`config.mk`:
```
export PLATFORM = sky130hd
export DESIGN_NAME = patch_window_buffer
export DESIGN_NICKNAME = d
export VERILOG_FILES = /design/src/hw/window_pkg.sv /design/src/hw/block_sequencer.sv /design/src/hw/tap_address_gen.sv /design/src/hw/window_store.sv /design/src/hw/patch_window_buffer.sv
export SDC_FILE = /design/constraint.sdc
export NUM_CORES = 2
export LEC_CHECK = 0
export BUFFER_PORTS_ARGS = -buffer_cell sky130_fd_sc_hd__buf_2
export CORE_AREA = 2 2 671 673
export CTS_BUF_LIST = sky130_fd_sc_hd__clkbuf_16
export DETAILED_ROUTE_END_ITERATION = 10
export DIE_AREA = 0 0 673 675
export GPL_TIMING_DRIVEN = 0
export PLACE_DENSITY = 0.34
export SKIP_CTS_REPAIR_TIMING = 1
export SLEW_MARGIN = 20
export SYNTH_ARGS = -nofsm -noshare
export SYNTH_HDL_FRONTEND = slang
export SYNTH_SLANG_ARGS = --single-unit
```
`constraint.sdc`:
```
create_clock -name clk -period 6.1 [get_ports clk]
set_clock_uncertainty 0.2 [all_clocks]
set_input_delay 0 -clock clk [delete_from_list [all_inputs] [get_ports clk]]
set_output_delay 0 -clock clk [all_outputs]
set_load 0.1 [all_outputs]
```
`src/hw/window_pkg.sv`:
```
package window_pkg;

    // Window geometry
    localparam int WINDOW_DIM = 7;      // Taps per window side
    localparam int STRIDE     = 4;      // Block step, same in both directions
    localparam int LANES      = 4;      // 32-bit lanes per RAM word
    localparam int WORD_W     = 32;     // One lane, four channel bytes

    // Index widths derived from the geometry
    localparam int TAP_IDX_W  = $clog2(WINDOW_DIM);   // Row or column inside the window
    localparam int LANE_IDX_W = $clog2(LANES);        // Lane select, also the group width
    localparam int CH_PER_WORD = WORD_W / 8;          // Channels packed in one lane

    // One pixel of one channel group
    // Byte 3 is the highest byte of the lane as it comes out of the RAM
    typedef logic [CH_PER_WORD-1:0][7:0] pixel_word_t;

    // Tensor RAM read word
    typedef struct packed {
        pixel_word_t lane3;     // Channels 0..3 in little-endian order
        pixel_word_t lane2;     // Channels 4..7
        pixel_word_t lane1;     // Channels 8..11
        pixel_word_t lane0;     // Channels 12..15
    } ram_word_t;

    // Full window, row-major
    // Index as [row][col], tap (0,0) sits in the lowest 32 bits
    typedef pixel_word_t [WINDOW_DIM-1:0][WINDOW_DIM-1:0] window_t;

    // Tag travelling with a tap from issue to write-back
    typedef struct packed {
        logic [TAP_IDX_W-1:0]  row;     // Window row of the tap
        logic [TAP_IDX_W-1:0]  col;     // Window column of the tap
        logic [LANE_IDX_W-1:0] lane;    // Lane to pick from the RAM word
        logic                  pad;     // Tap is padding, write zero
        logic                  valid;   // Slot holds a tap
    } tap_tag_t;

    // Traversal FSM
    typedef enum logic [2:0] {
        S_IDLE,         // Waiting for start
        S_LOAD,         // Taps in flight
        S_OFFER,        // Window offered, req high
        S_RELEASE       // Req dropped, waiting for ack to fall
    } seq_state_t;

endpackage

```
`src/hw/block_sequencer.sv`:
```
`timescale 1ns/10ps

module block_sequencer #(
    parameter int MAX_IMG_W = 64,
    parameter int MAX_IMG_H = 64,
    parameter int MAX_PAD   = 3,
    localparam int IW_W  = $clog2(MAX_IMG_W + 1),
    localparam int IH_W  = $clog2(MAX_IMG_H + 1),
    localparam int PAD_W = $clog2(MAX_PAD + 1),
    localparam int CH_W  = $clog2(window_pkg::LANES * window_pkg::CH_PER_WORD + 1),
    localparam int ROW_W = $clog2(MAX_IMG_H + 2 * MAX_PAD + window_pkg::WINDOW_DIM) + 1,
    localparam int COL_W = $clog2(MAX_IMG_W + 2 * MAX_PAD + window_pkg::WINDOW_DIM) + 1,
    localparam int GRP_W = window_pkg::LANE_IDX_W
) (
    input  logic                    clk,
    input  logic                    reset,
    input  logic                    start,
    input  logic                    block_ack,
    input  logic                    load_done,
    input  logic [IW_W-1:0]         img_width,
    input  logic [IH_W-1:0]         img_height,
    input  logic [CH_W-1:0]         num_channels,
    input  logic [PAD_W-1:0]        pad_top,
    input  logic [PAD_W-1:0]        pad_bottom,
    input  logic [PAD_W-1:0]        pad_left,
    input  logic [PAD_W-1:0]        pad_right,
    output logic                    load_start,
    output logic signed [ROW_W-1:0] row_origin,
    output logic signed [COL_W-1:0] col_origin,
    output logic [GRP_W-1:0]        group,
    output logic                    block_req,
    output logic                    done
);
    import window_pkg::*;

    seq_state_t state;

    logic [GRP_W:0]          num_groups;    // 1..LANES
    logic                    last_group;
    logic signed [COL_W-1:0] col_edge;      // First column right of the block
    logic signed [COL_W-1:0] col_limit;     // Right edge of padded image
    logic signed [ROW_W-1:0] row_edge;
    logic signed [ROW_W-1:0] row_limit;
    logic                    col_can_move;
    logic                    row_can_move;

    // Channel groups, rounded up
    assign num_groups = (GRP_W + 1)'((num_channels + CH_PER_WORD - 1) / CH_PER_WORD);
    assign last_group = ({1'b0, group} == num_groups - 1'b1);

    // Step rule: move only while the block still ends short of the padded edge
    assign col_edge     = col_origin + COL_W'(WINDOW_DIM);
    assign col_limit    = COL_W'(img_width) + COL_W'(pad_right);
    assign col_can_move = (col_edge < col_limit);

    assign row_edge     = row_origin + ROW_W'(WINDOW_DIM);
    assign row_limit    = ROW_W'(img_height) + ROW_W'(pad_bottom);
    assign row_can_move = (row_edge < row_limit);

    always_ff @(posedge clk) begin
        if (reset) begin
            state      <= S_IDLE;
            row_origin <= '0;
            col_origin <= '0;
            group      <= '0;
            load_start <= 1'b0;
            block_req  <= 1'b0;
            done       <= 1'b0;
        end else begin
            load_start <= 1'b0;    // Single-cycle pulses
            done       <= 1'b0;
            case (state)
                S_IDLE: begin
                    if (start) begin
                        // First block sits in the top-left padding corner
                        row_origin <= '0 - ROW_W'(pad_top);
                        col_origin <= '0 - COL_W'(pad_left);
                        group      <= '0;
                        load_start <= 1'b1;
                        state      <= S_LOAD;
                    end
                end
                S_LOAD: begin
                    if (load_done) begin
                        block_req <= 1'b1;    // Window complete
                        state     <= S_OFFER;
                    end
                end
                S_OFFER: begin
                    if (block_ack) begin
                        block_req <= 1'b0;
                        state     <= S_RELEASE;
                    end
                end
                S_RELEASE: begin
                    // Consumer done with the window once ack drops
                    if (!block_ack) begin
                        if (!last_group) begin
                            group      <= group + 1'b1;    // Same block, next lane
                            load_start <= 1'b1;
                            state      <= S_LOAD;
                        end else if (col_can_move) begin
                            col_origin <= col_origin + COL_W'(STRIDE);
                            group      <= '0;
                            load_start <= 1'b1;
                            state      <= S_LOAD;
                        end else if (row_can_move) begin
                            // Wrap to the left edge, one stride down
                            col_origin <= '0 - COL_W'(pad_left);
                            row_origin <= row_origin + ROW_W'(STRIDE);
                            group      <= '0;
                            load_start <= 1'b1;
                            state      <= S_LOAD;
                        end else begin
                            done  <= 1'b1;    // Last window released
                            state <= S_IDLE;
                        end
                    end
                end
                default: state <= S_IDLE;
            endcase
        end
    end

endmodule

```
`src/hw/tap_address_gen.sv`:
```
`timescale 1ns/10ps

module tap_address_gen #(
    parameter int MAX_IMG_W = 64,
    parameter int MAX_IMG_H = 64,
    parameter int MAX_PAD   = 3,
    localparam int IW_W   = $clog2(MAX_IMG_W + 1),
    localparam int IH_W   = $clog2(MAX_IMG_H + 1),
    localparam int ROW_W  = $clog2(MAX_IMG_H + 2 * MAX_PAD + window_pkg::WINDOW_DIM) + 1,
    localparam int COL_W  = $clog2(MAX_IMG_W + 2 * MAX_PAD + window_pkg::WINDOW_DIM) + 1,
    localparam int ADDR_W = $clog2(MAX_IMG_W * MAX_IMG_H),
    localparam int GRP_W  = window_pkg::LANE_IDX_W
) (
    input  logic                    clk,
    input  logic                    reset,
    input  logic                    load_start,
    input  logic signed [ROW_W-1:0] row_origin,
    input  logic signed [COL_W-1:0] col_origin,
    input  logic [GRP_W-1:0]        group,
    input  logic [IW_W-1:0]         img_width,
    input  logic [IH_W-1:0]         img_height,
    output logic                    ram_re,
    output logic [ADDR_W-1:0]       ram_addr,
    output window_pkg::tap_tag_t    tap,
    output logic                    load_done
);
    import window_pkg::*;

    logic                    active;        // Scan in progress
    logic [TAP_IDX_W-1:0]    tap_row;
    logic [TAP_IDX_W-1:0]    tap_col;
    logic                    last_tap;
    logic signed [ROW_W-1:0] img_row;       // Tap position in image coordinates
    logic signed [COL_W-1:0] img_col;
    logic signed [ROW_W-1:0] row_max;       // One past the last image row
    logic signed [COL_W-1:0] col_max;
    logic                    pad;

    assign last_tap = active && (tap_row == TAP_IDX_W'(WINDOW_DIM - 1))
                             && (tap_col == TAP_IDX_W'(WINDOW_DIM - 1));

    // Raster scan over the window, one tap per cycle
    always_ff @(posedge clk) begin
        if (reset) begin
            active  <= 1'b0;
            tap_row <= '0;
            tap_col <= '0;
        end else if (load_start) begin
            active  <= 1'b1;
            tap_row <= '0;
            tap_col <= '0;
        end else if (active) begin
            if (tap_col == TAP_IDX_W'(WINDOW_DIM - 1)) begin
                tap_col <= '0;
                if (tap_row == TAP_IDX_W'(WINDOW_DIM - 1))
                    active <= 1'b0;    // Window fully issued
                else
                    tap_row <= tap_row + 1'b1;
            end else begin
                tap_col <= tap_col + 1'b1;
            end
        end
    end

    assign img_row = row_origin + ROW_W'(tap_row);
    assign img_col = col_origin + COL_W'(tap_col);
    assign row_max = ROW_W'(img_height);
    assign col_max = COL_W'(img_width);

    // Padding ring and anything past the padded edge read as zero
    assign pad = (img_row < 0) || (img_row >= row_max) ||
                 (img_col < 0) || (img_col >= col_max);

    // Only image taps touch the RAM
    assign ram_re   = active && !pad;
    assign ram_addr = pad ? '0 : ADDR_W'(img_row) * ADDR_W'(img_width) + ADDR_W'(img_col);

    // Tag stage lines up with the RAM read latency
    always_ff @(posedge clk) begin
        if (reset) begin
            tap.valid <= 1'b0;
        end else begin
            tap.valid <= active;
            tap.row   <= tap_row;
            tap.col   <= tap_col;
            tap.lane  <= GRP_W'(LANES - 1) - group;    // Group 0 lives in lane3
            tap.pad   <= pad;
        end
    end

    // Coincides with the last tag, so req rises as that write lands
    always_ff @(posedge clk) begin
        if (reset)
            load_done <= 1'b0;
        else
            load_done <= last_tap;
    end

endmodule

```
`src/hw/window_store.sv`:
```
`timescale 1ns/10ps

module window_store (
    input  logic                 clk,
    input  logic                 reset,
    input  window_pkg::tap_tag_t tap,
    input  window_pkg::ram_word_t ram_rdata,
    output window_pkg::window_t  window
);
    import window_pkg::*;

    pixel_word_t [LANES-1:0] lanes;     // RAM word viewed as lanes, lane3 on top
    pixel_word_t             lane_sel;  // Lane picked by the tag
    pixel_word_t             lane_rev;  // Same lane, bytes swapped end for end
    pixel_word_t             wr_data;

    assign lanes    = ram_rdata;
    assign lane_sel = lanes[tap.lane];

    // RAM holds channels little-endian, window wants channel 0 on top
    always_comb begin
        for (int b = 0; b < CH_PER_WORD; b++) begin
            lane_rev[b] = lane_sel[CH_PER_WORD-1-b];
        end
    end

    assign wr_data = tap.pad ? '0 : lane_rev;    // Padding taps are zero

    // One write per valid tag, at its row and column
    always_ff @(posedge clk) begin
        if (reset) begin
            window <= '0;    // Known window out of reset
        end else if (tap.valid) begin
            window[tap.row][tap.col] <= wr_data;
        end
    end

endmodule

```
`src/hw/patch_window_buffer.sv`:
```
`timescale 1ns/10ps

module patch_window_buffer #(
    parameter int MAX_IMG_W = 64,
    parameter int MAX_IMG_H = 64,
    parameter int MAX_PAD   = 3,
    localparam int IW_W   = $clog2(MAX_IMG_W + 1),
    localparam int IH_W   = $clog2(MAX_IMG_H + 1),
    localparam int PAD_W  = $clog2(MAX_PAD + 1),
    localparam int CH_W   = $clog2(window_pkg::LANES * window_pkg::CH_PER_WORD + 1),
    localparam int ADDR_W = $clog2(MAX_IMG_W * MAX_IMG_H)
) (
    input  logic                  clk,
    input  logic                  reset,
    input  logic [IW_W-1:0]       img_width,
    input  logic [IH_W-1:0]       img_height,
    input  logic [CH_W-1:0]       num_channels,
    input  logic [PAD_W-1:0]      pad_top,
    input  logic [PAD_W-1:0]      pad_bottom,
    input  logic [PAD_W-1:0]      pad_left,
    input  logic [PAD_W-1:0]      pad_right,
    input  logic                  start,
    output logic                  done,
    output logic                  ram_re,
    output logic [ADDR_W-1:0]     ram_addr,
    input  window_pkg::ram_word_t ram_rdata,
    output logic                  block_req,
    input  logic                  block_ack,
    output window_pkg::window_t   window
);
    import window_pkg::*;

    localparam int ROW_W = $clog2(MAX_IMG_H + 2 * MAX_PAD + WINDOW_DIM) + 1;
    localparam int COL_W = $clog2(MAX_IMG_W + 2 * MAX_PAD + WINDOW_DIM) + 1;

    logic                    load_start;
    logic                    load_done;
    logic signed [ROW_W-1:0] row_origin;    // Block origin, may sit in the padding
    logic signed [COL_W-1:0] col_origin;
    logic [LANE_IDX_W-1:0]   group;
    tap_tag_t                tap;           // Tap in flight toward the store

    block_sequencer #(
        .MAX_IMG_W (MAX_IMG_W),
        .MAX_IMG_H (MAX_IMG_H),
        .MAX_PAD   (MAX_PAD)
    ) block_sequencer_i (
        .clk          (clk),
        .reset        (reset),
        .start        (start),
        .block_ack    (block_ack),
        .load_done    (load_done),
        .img_width    (img_width),
        .img_height   (img_height),
        .num_channels (num_channels),
        .pad_top      (pad_top),
        .pad_bottom   (pad_bottom),
        .pad_left     (pad_left),
        .pad_right    (pad_right),
        .load_start   (load_start),
        .row_origin   (row_origin),
        .col_origin   (col_origin),
        .group        (group),
        .block_req    (block_req),
        .done         (done)
    );

    tap_address_gen #(
        .MAX_IMG_W (MAX_IMG_W),
        .MAX_IMG_H (MAX_IMG_H),
        .MAX_PAD   (MAX_PAD)
    ) tap_address_gen_i (
        .clk        (clk),
        .reset      (reset),
        .load_start (load_start),
        .row_origin (row_origin),
        .col_origin (col_origin),
        .group      (group),
        .img_width  (img_width),
        .img_height (img_height),
        .ram_re     (ram_re),
        .ram_addr   (ram_addr),
        .tap        (tap),
        .load_done  (load_done)
    );

    window_store window_store_i (
        .clk       (clk),
        .reset     (reset),
        .tap       (tap),
        .ram_rdata (ram_rdata),
        .window    (window)
    );

endmodule

```
# After elaboration in Yosys (flattened, before gate mapping)
# Index checks and enable logic that the tools add are counted.
# W data, S select, Z words.
# word_totals
reg_bits	1610
latch_bits	0
ramBits	0
rom_bits	0
in_bits	159
out_inout_bits	1583
elab_cells	330
mem_count	0
# classes
add_sub_neg	18
multipliers	1
div_mod_pow	0
n_lt_le_gt_ge	11
n_eq_ne	15
shift	0
n_mux	50
n_bitwise	3
n_reduce_logical	20
# ops
operator	n
$bwmux W1568	1
$demux W224 S3	1
$mux W224	1
$demux W32 S3	1
$mux W32	3
$mux W8	10
$bmux W32 S2	1
$add A8 B4 Y8 const B	4
$pmux W8 S2	2
$mux W3	7
$add A7 B2 Y8	2
$add A8 B3 Y8	2
$ge A8 B8 Y1	2
$lt A8 B1 Y1 const B	2
$lt A8 B8 Y1	2
$mux W1	13
$add A12 B12 Y12	1
$mul A8 B8 Y12	1
$mux W12	1
$pmux W3 S4	1
$mux W2	5
$lt A3 B4 Y1 const B	2
$ne A2 B2 Y1 const B	4
$reduce_and A4 Y1	2
29 further kinds	47

# Depth between registers and ports, before layout
# logic_depth
ltp_word	7
depth_mapped	21
ltp_nobuf	21

# Cells and area by module
# A second synthesis with hierarchy kept.
# unflattened
hier_cells	6431
area_unflattened_um2	62794.0
# modules_own_cells
mod	instances	cells_per_inst	area_per_inst_um2	seq_area_each_um2
window_store	1	5759	57066.0	31390.1
tap_address_gen	1	384	3358.2	450.4
block_sequencer	1	288	2369.8	460.4

# Least setup slack after synthesis
# No wires, ideal clock.
# synth_timing
path_type	flip-flop to output port
startpoint	reg tap_address_gen_i.tap_row[0]
endpoint	out ram_addr[11]
arrival_ns	6.007
t_required_ns	5.900
setup_slack_ns	-0.107
stages_incl_launch_ff	19
path_cell_list	dfxtp_1 -> ha_1 -> fa_1 -> a21o_1 -> nor3b_1 -> xnor2_1 -> nand2_1 -> fa_1 -> inv_1 -> fa_1 -> fa_1 -> inv_1 -> fa_1 -> inv_1 -> ha_1 -> or3_1 -> o31ai_1 -> xnor2_1 -> nor2_1
# synth_between
elab_chain_cells	6
# synth_lines
element	line	text
from (decl)	tap_address_gen.sv:30	logic [TAP_IDX_W-1:0] tap_row;
from (signal assigned)	tap_address_gen.sv:58	tap_row <= tap_row + 1'b1;
$add A8 B3 Y8 *	tap_address_gen.sv:65	assign img_row = row_origin + ROW_W'(tap_row);
parallel branches: the longest is 4 deep, another holds $mul A8 B8 Y12	--	
$mux W12 *	tap_address_gen.sv:76	assign ram_addr = pad ? '0 : ADDR_W'(img_row) * ADDR_W'(img_width) + ADDR_W'(img_col);
to (decl)	patch_window_buffer.sv:25	output logic [ADDR_W-1:0] ram_addr,
# Mark *: on every way between the ends.

# Worst setup path in the final report
# Ends and elaborated chain as after synthesis.

==> results.json <==
{
  "status": "finished with violations",
  "violations": "setup timing",
  "drt_pass1_iterations": 5,
  "cts_tree": "done",
  "yosys.area.top_type": "dfxtp_1",
  "p_sw_share_pct": 39.14,
  "met2_usage_pct": 36.96,
  "hold-worst-slack_ps": 48.67,
  "synth_top_area_share_pct": 52.09,
  "synth_cells": 7643,
  "seq_power_share_pct": 33.0,
  "final.min_clock_period_ps": 6378,
  "setup_viol": 3,
  "r2r-start": "tap_address_gen_i.tap[6]",
  "synth.distinct_cells": 82,
  "initial_core_util_pct": 13.75,
  "io_pins": 1742,
  "synth_commonest_cells": "2801 x nand2_1, 1600 x dfxtp_1, 1436 x a21oi_1",
  "design_area_um2": 86170,
  "syn_area_um2": 61490,
  "placed_area_um2": 78840,
  "rr_worst_depth": 8,
  "p_int_mw": 19.79,
  "grt_pass1_vias": 59080,
  "die_area_um2": 454300,
  "nets": 9959,
  "die_w_um": 673,
  "rrSetupSlack_ps": 1540,
  "grt_use_met1_pct": 26.36,
  "synth_most_common_cell": "nand2_1",
  "leakage_nw": 35.68,
  "async_flop_share_pct": 0,
  "synth_nets": 7925,
  "p_total_mw": 32.52,
  "fin_setup_tns_ps": -492.0,
  "power_density_nw_per_um2": 377.3,
  "wl_per_cell_um": 32.05,
  "start_kind": "register",
  "path_cells": "ha_4, fa_2, a21o_1, nor3b_4, xnor2_2, buf_6, nand2_2, fa_1, inv_2, fa_1, fa_1, inv_2, fa_1, inv_2, ha_4, or3_4, o31ai_4, xnor2_2, nor2_4, buf_12",
  "yosysWarnings": 0,
  "grt_overflow": 0,
  "max_slew_margin_pct": 20.54,
  "reg2reg_to": "window_store_i.window[752]",
  "synth-edff-count": 9,
  "worstMarginPinSlew_ps": 1192,
  "dieHeight_um": 675,
  "area_delta_synth_final_pct": 40.13,
  "gp_congestion": 0.8460,
  "vdd_drop_max_mv": 1.030,
  "max_clock_freq_mhz": 156.8,
  "crit_start": "tap_address_gen_i.tap_row[0]",
  "final-hold-violation-count": 0,
  "grtUsageMet3_pct": 4.575,
  "cp_data_required_time_ps": 5900,
  "hold_class": "input pin to register",
  "crit_arrival_ps": 6180,
  "path_clk_slew_ps": 60,
  "num_vias": 63255,
  "drtIter0Drc": 4597,
  "seq_area_frac_synth_pct": 52.53,
  "max_stage_delay_ps": 570,
  "rsz0062_at_grt": "yes",
  "clock_sinks": 1609,
  "p_comb_share_pct": 29.7,
  "final_util_pct": 19.27,
  "cts-buffers-inserted": 207,
  "cpLargestDelayFamily": "adder cells",
  "crit_cells": 20,
  "setup_ws_ps": -278.2,
  "synth.area.top_cells": "dfxtp_1 52%, nand2_1 17%, a21oi_1 12%",
  "drive_gt1_share_pct": 25.72,
  "htreeDepth": 4,
  "crit_slowest_cell": "fa_1",
  "top_usage_layer": "met2",
  "cpMostUsedCell": "fa_1",
  "clk_latency_ps": 900,
  "slew_viol_final": 0,
  "worstSetupPathType": "register to primary output",
  "grt_max_degree": 17,
  "cp_num_buf_inv": 5,
  "cp_max_fo": 5,
  "hold_start": "num_channels[1]",
  "p_sw_mw": 12.73,
  "cts_root_buf": "clkbuf_16",
  "nFillCells": 50903,
  "routed_wl_mm": 507.4,
  "antenna_left": 0,
  "grt_use_total_pct": 21.29,
  "crit_end": "ram_addr[11]",
  "drc_errors": 0,
  "portBuffers": 1739,
  "critical_path.endpoint_type": "primary output",
  "avgViaCountPerCell": 3.996,
  "p_clk_share_pct": 37.3,
  "grt_pass1_wl_mm": 637.1,
  "synth_ff_type": "dfxtp_1",
  "drv_cap": 0,
  "clock_path_buffers": 4,
  "place_hpwl_mm": 403.4,
  "synth_area_per_cell_um2": 8.045,
  "grt_antenna_before_repair": 87,
  "core_um2": 447200,
  "rows": 246,
  "fin_crit_sh_pct": 104.6,
  "ys_ff_latch": 1609
}
-- cell type report --
type	count	area [µm²]	share of cell area (%)
clock buffer	208	5205	6.040
sequential	1609	32320	37.51
timing repair buffer	1826	10190	11.83
buffer	668	2939	3.411
multi-input combinational	5241	26320	30.54
clock inverter	157	1171	1.359
tap	5952	7447	8.642
antenna	44	110.1	0.1278
inverter	124	465.4	0.5401
-- placed cells by master, fill, tap and decap left out, drive strengths merged, types with 6 or more instances in the layout --
cell / Yosys / final
nor2b: 9 / 9
clkbuf: 443 / 650
a211oi: 7 / 7
ha: 79 / 79
nand2b: 8 / 8
o21ai: 19 / 19
nand2: 2801 / 2801
mux2i: 162 / 162
nand3: 156 / 156
inv: 123 / 177
bufinv: 0 / 11
a31oi: 7 / 7
dfxtp: 1600 / 1600
diode: 0 / 44
a21oi: 1438 / 1438
a21o: 6 / 6
o32ai: 8 / 8
mux4: 32 / 32
xor2: 19 / 19
nand4: 6 / 6
and2b: 31 / 31
xnor2: 34 / 34
fa: 44 / 44
clkinv: 1 / 89
o211ai: 6 / 6
edfxtp: 9 / 9
nor3: 19 / 19
nor2: 252 / 252
buf: 226 / 2027
dlygate4sd3: 0 / 25
and2: 33 / 33
-- cells by family (layout without fill, tap and decap cells) --
group / Yosys count / count (layout) / share of synthesized area [%]
AOI/OAI and AO/OA: 1527 / 1527 / 12.99
muxes: 195 / 195 / 3.833
DFF: 1609 / 1609 / 52.53
and+or+nand+nor: 3342 / 3342 / 21.44
xor gates and xnor gates: 54 / 54 / 0.7915
adders and majority gates: 123 / 123 / 3.040
buffers and inverters: 793 / 2983 / 5.378
other: 0 / 44 / 0
-- routing by layer --
layer / up-vias / share of wire, %
met1: 31467 / 42
li1: 28891 / -
met4: 16 / 3.0
met2: 2393 / 49
met3: 488 / 6.5
met5: - / 0.018
-- sequential cells by signal, summed over array words and instances, names as in the netlist --
name / flops
window_store_i.window: 1568
tap_address_gen_i.tap: 10
block_sequencer_i.col_origin: 8
block_sequencer_i.row_origin: 8
tap_address_gen_i.tap_col: 3
tap_address_gen_i.tap_row: 3
block_sequencer_i.group: 2
block_sequencer_i.state: 2
block_sequencer_i.block_req: 1
block_sequencer_i.done: 1
block_sequencer_i.load_start: 1
tap_address_gen_i.active: 1
tap_address_gen_i.load_done: 1
-- stage by stage --
| step | cells | worst slack (ps) |
|---|---|---|
| after floorplan | 7643 | 201.5 |
| after global placement | 15334 | -447.4 |
| after detailed placement | 15379 | -395.2 |
| after CTS | 15744 | -1499 |
| after global routing | 15790 | -531.2 |
| final | 15829 | -278.2 |
-- power by group through the flow --
stage	Clock (mW)	Sequential, mW	Combinational, mW
floorplan	0	11.0	4.41
global placement	0	11.0	8.78
detailed placement	0	11.0	8.93
CTS	12.4	10.7	8.99
global route	12.8	10.8	10.2
finish	12.1	10.7	9.65
-- worst min-delay path, cell delays in order --
cell	delay (ps)
buf_2	100
o21a_1	260
o21ai_0	220
and3_1	260
nand3_1	120
a311oi_1	90
-- how the worst min path moves through the flow --
| stage | endpoint | slack (ps) | cells after the start |
|---|---|---|---|
| after detailed placement | block_sequencer_i.col_origin[0] | 80 | 3 |
| after global routing | block_sequencer_i.group[1] | 20 | 6 |
| after global placement | block_sequencer_i.col_origin[0] | 80 | 3 |
| after floorplan | block_sequencer_i.done | -120 | 1 |
| after CTS | block_sequencer_i.col_origin[0] | -900 | 3 |
| final | block_sequencer_i.group[1] | 50 | 6 |
(Power assumes the default switching activity.)
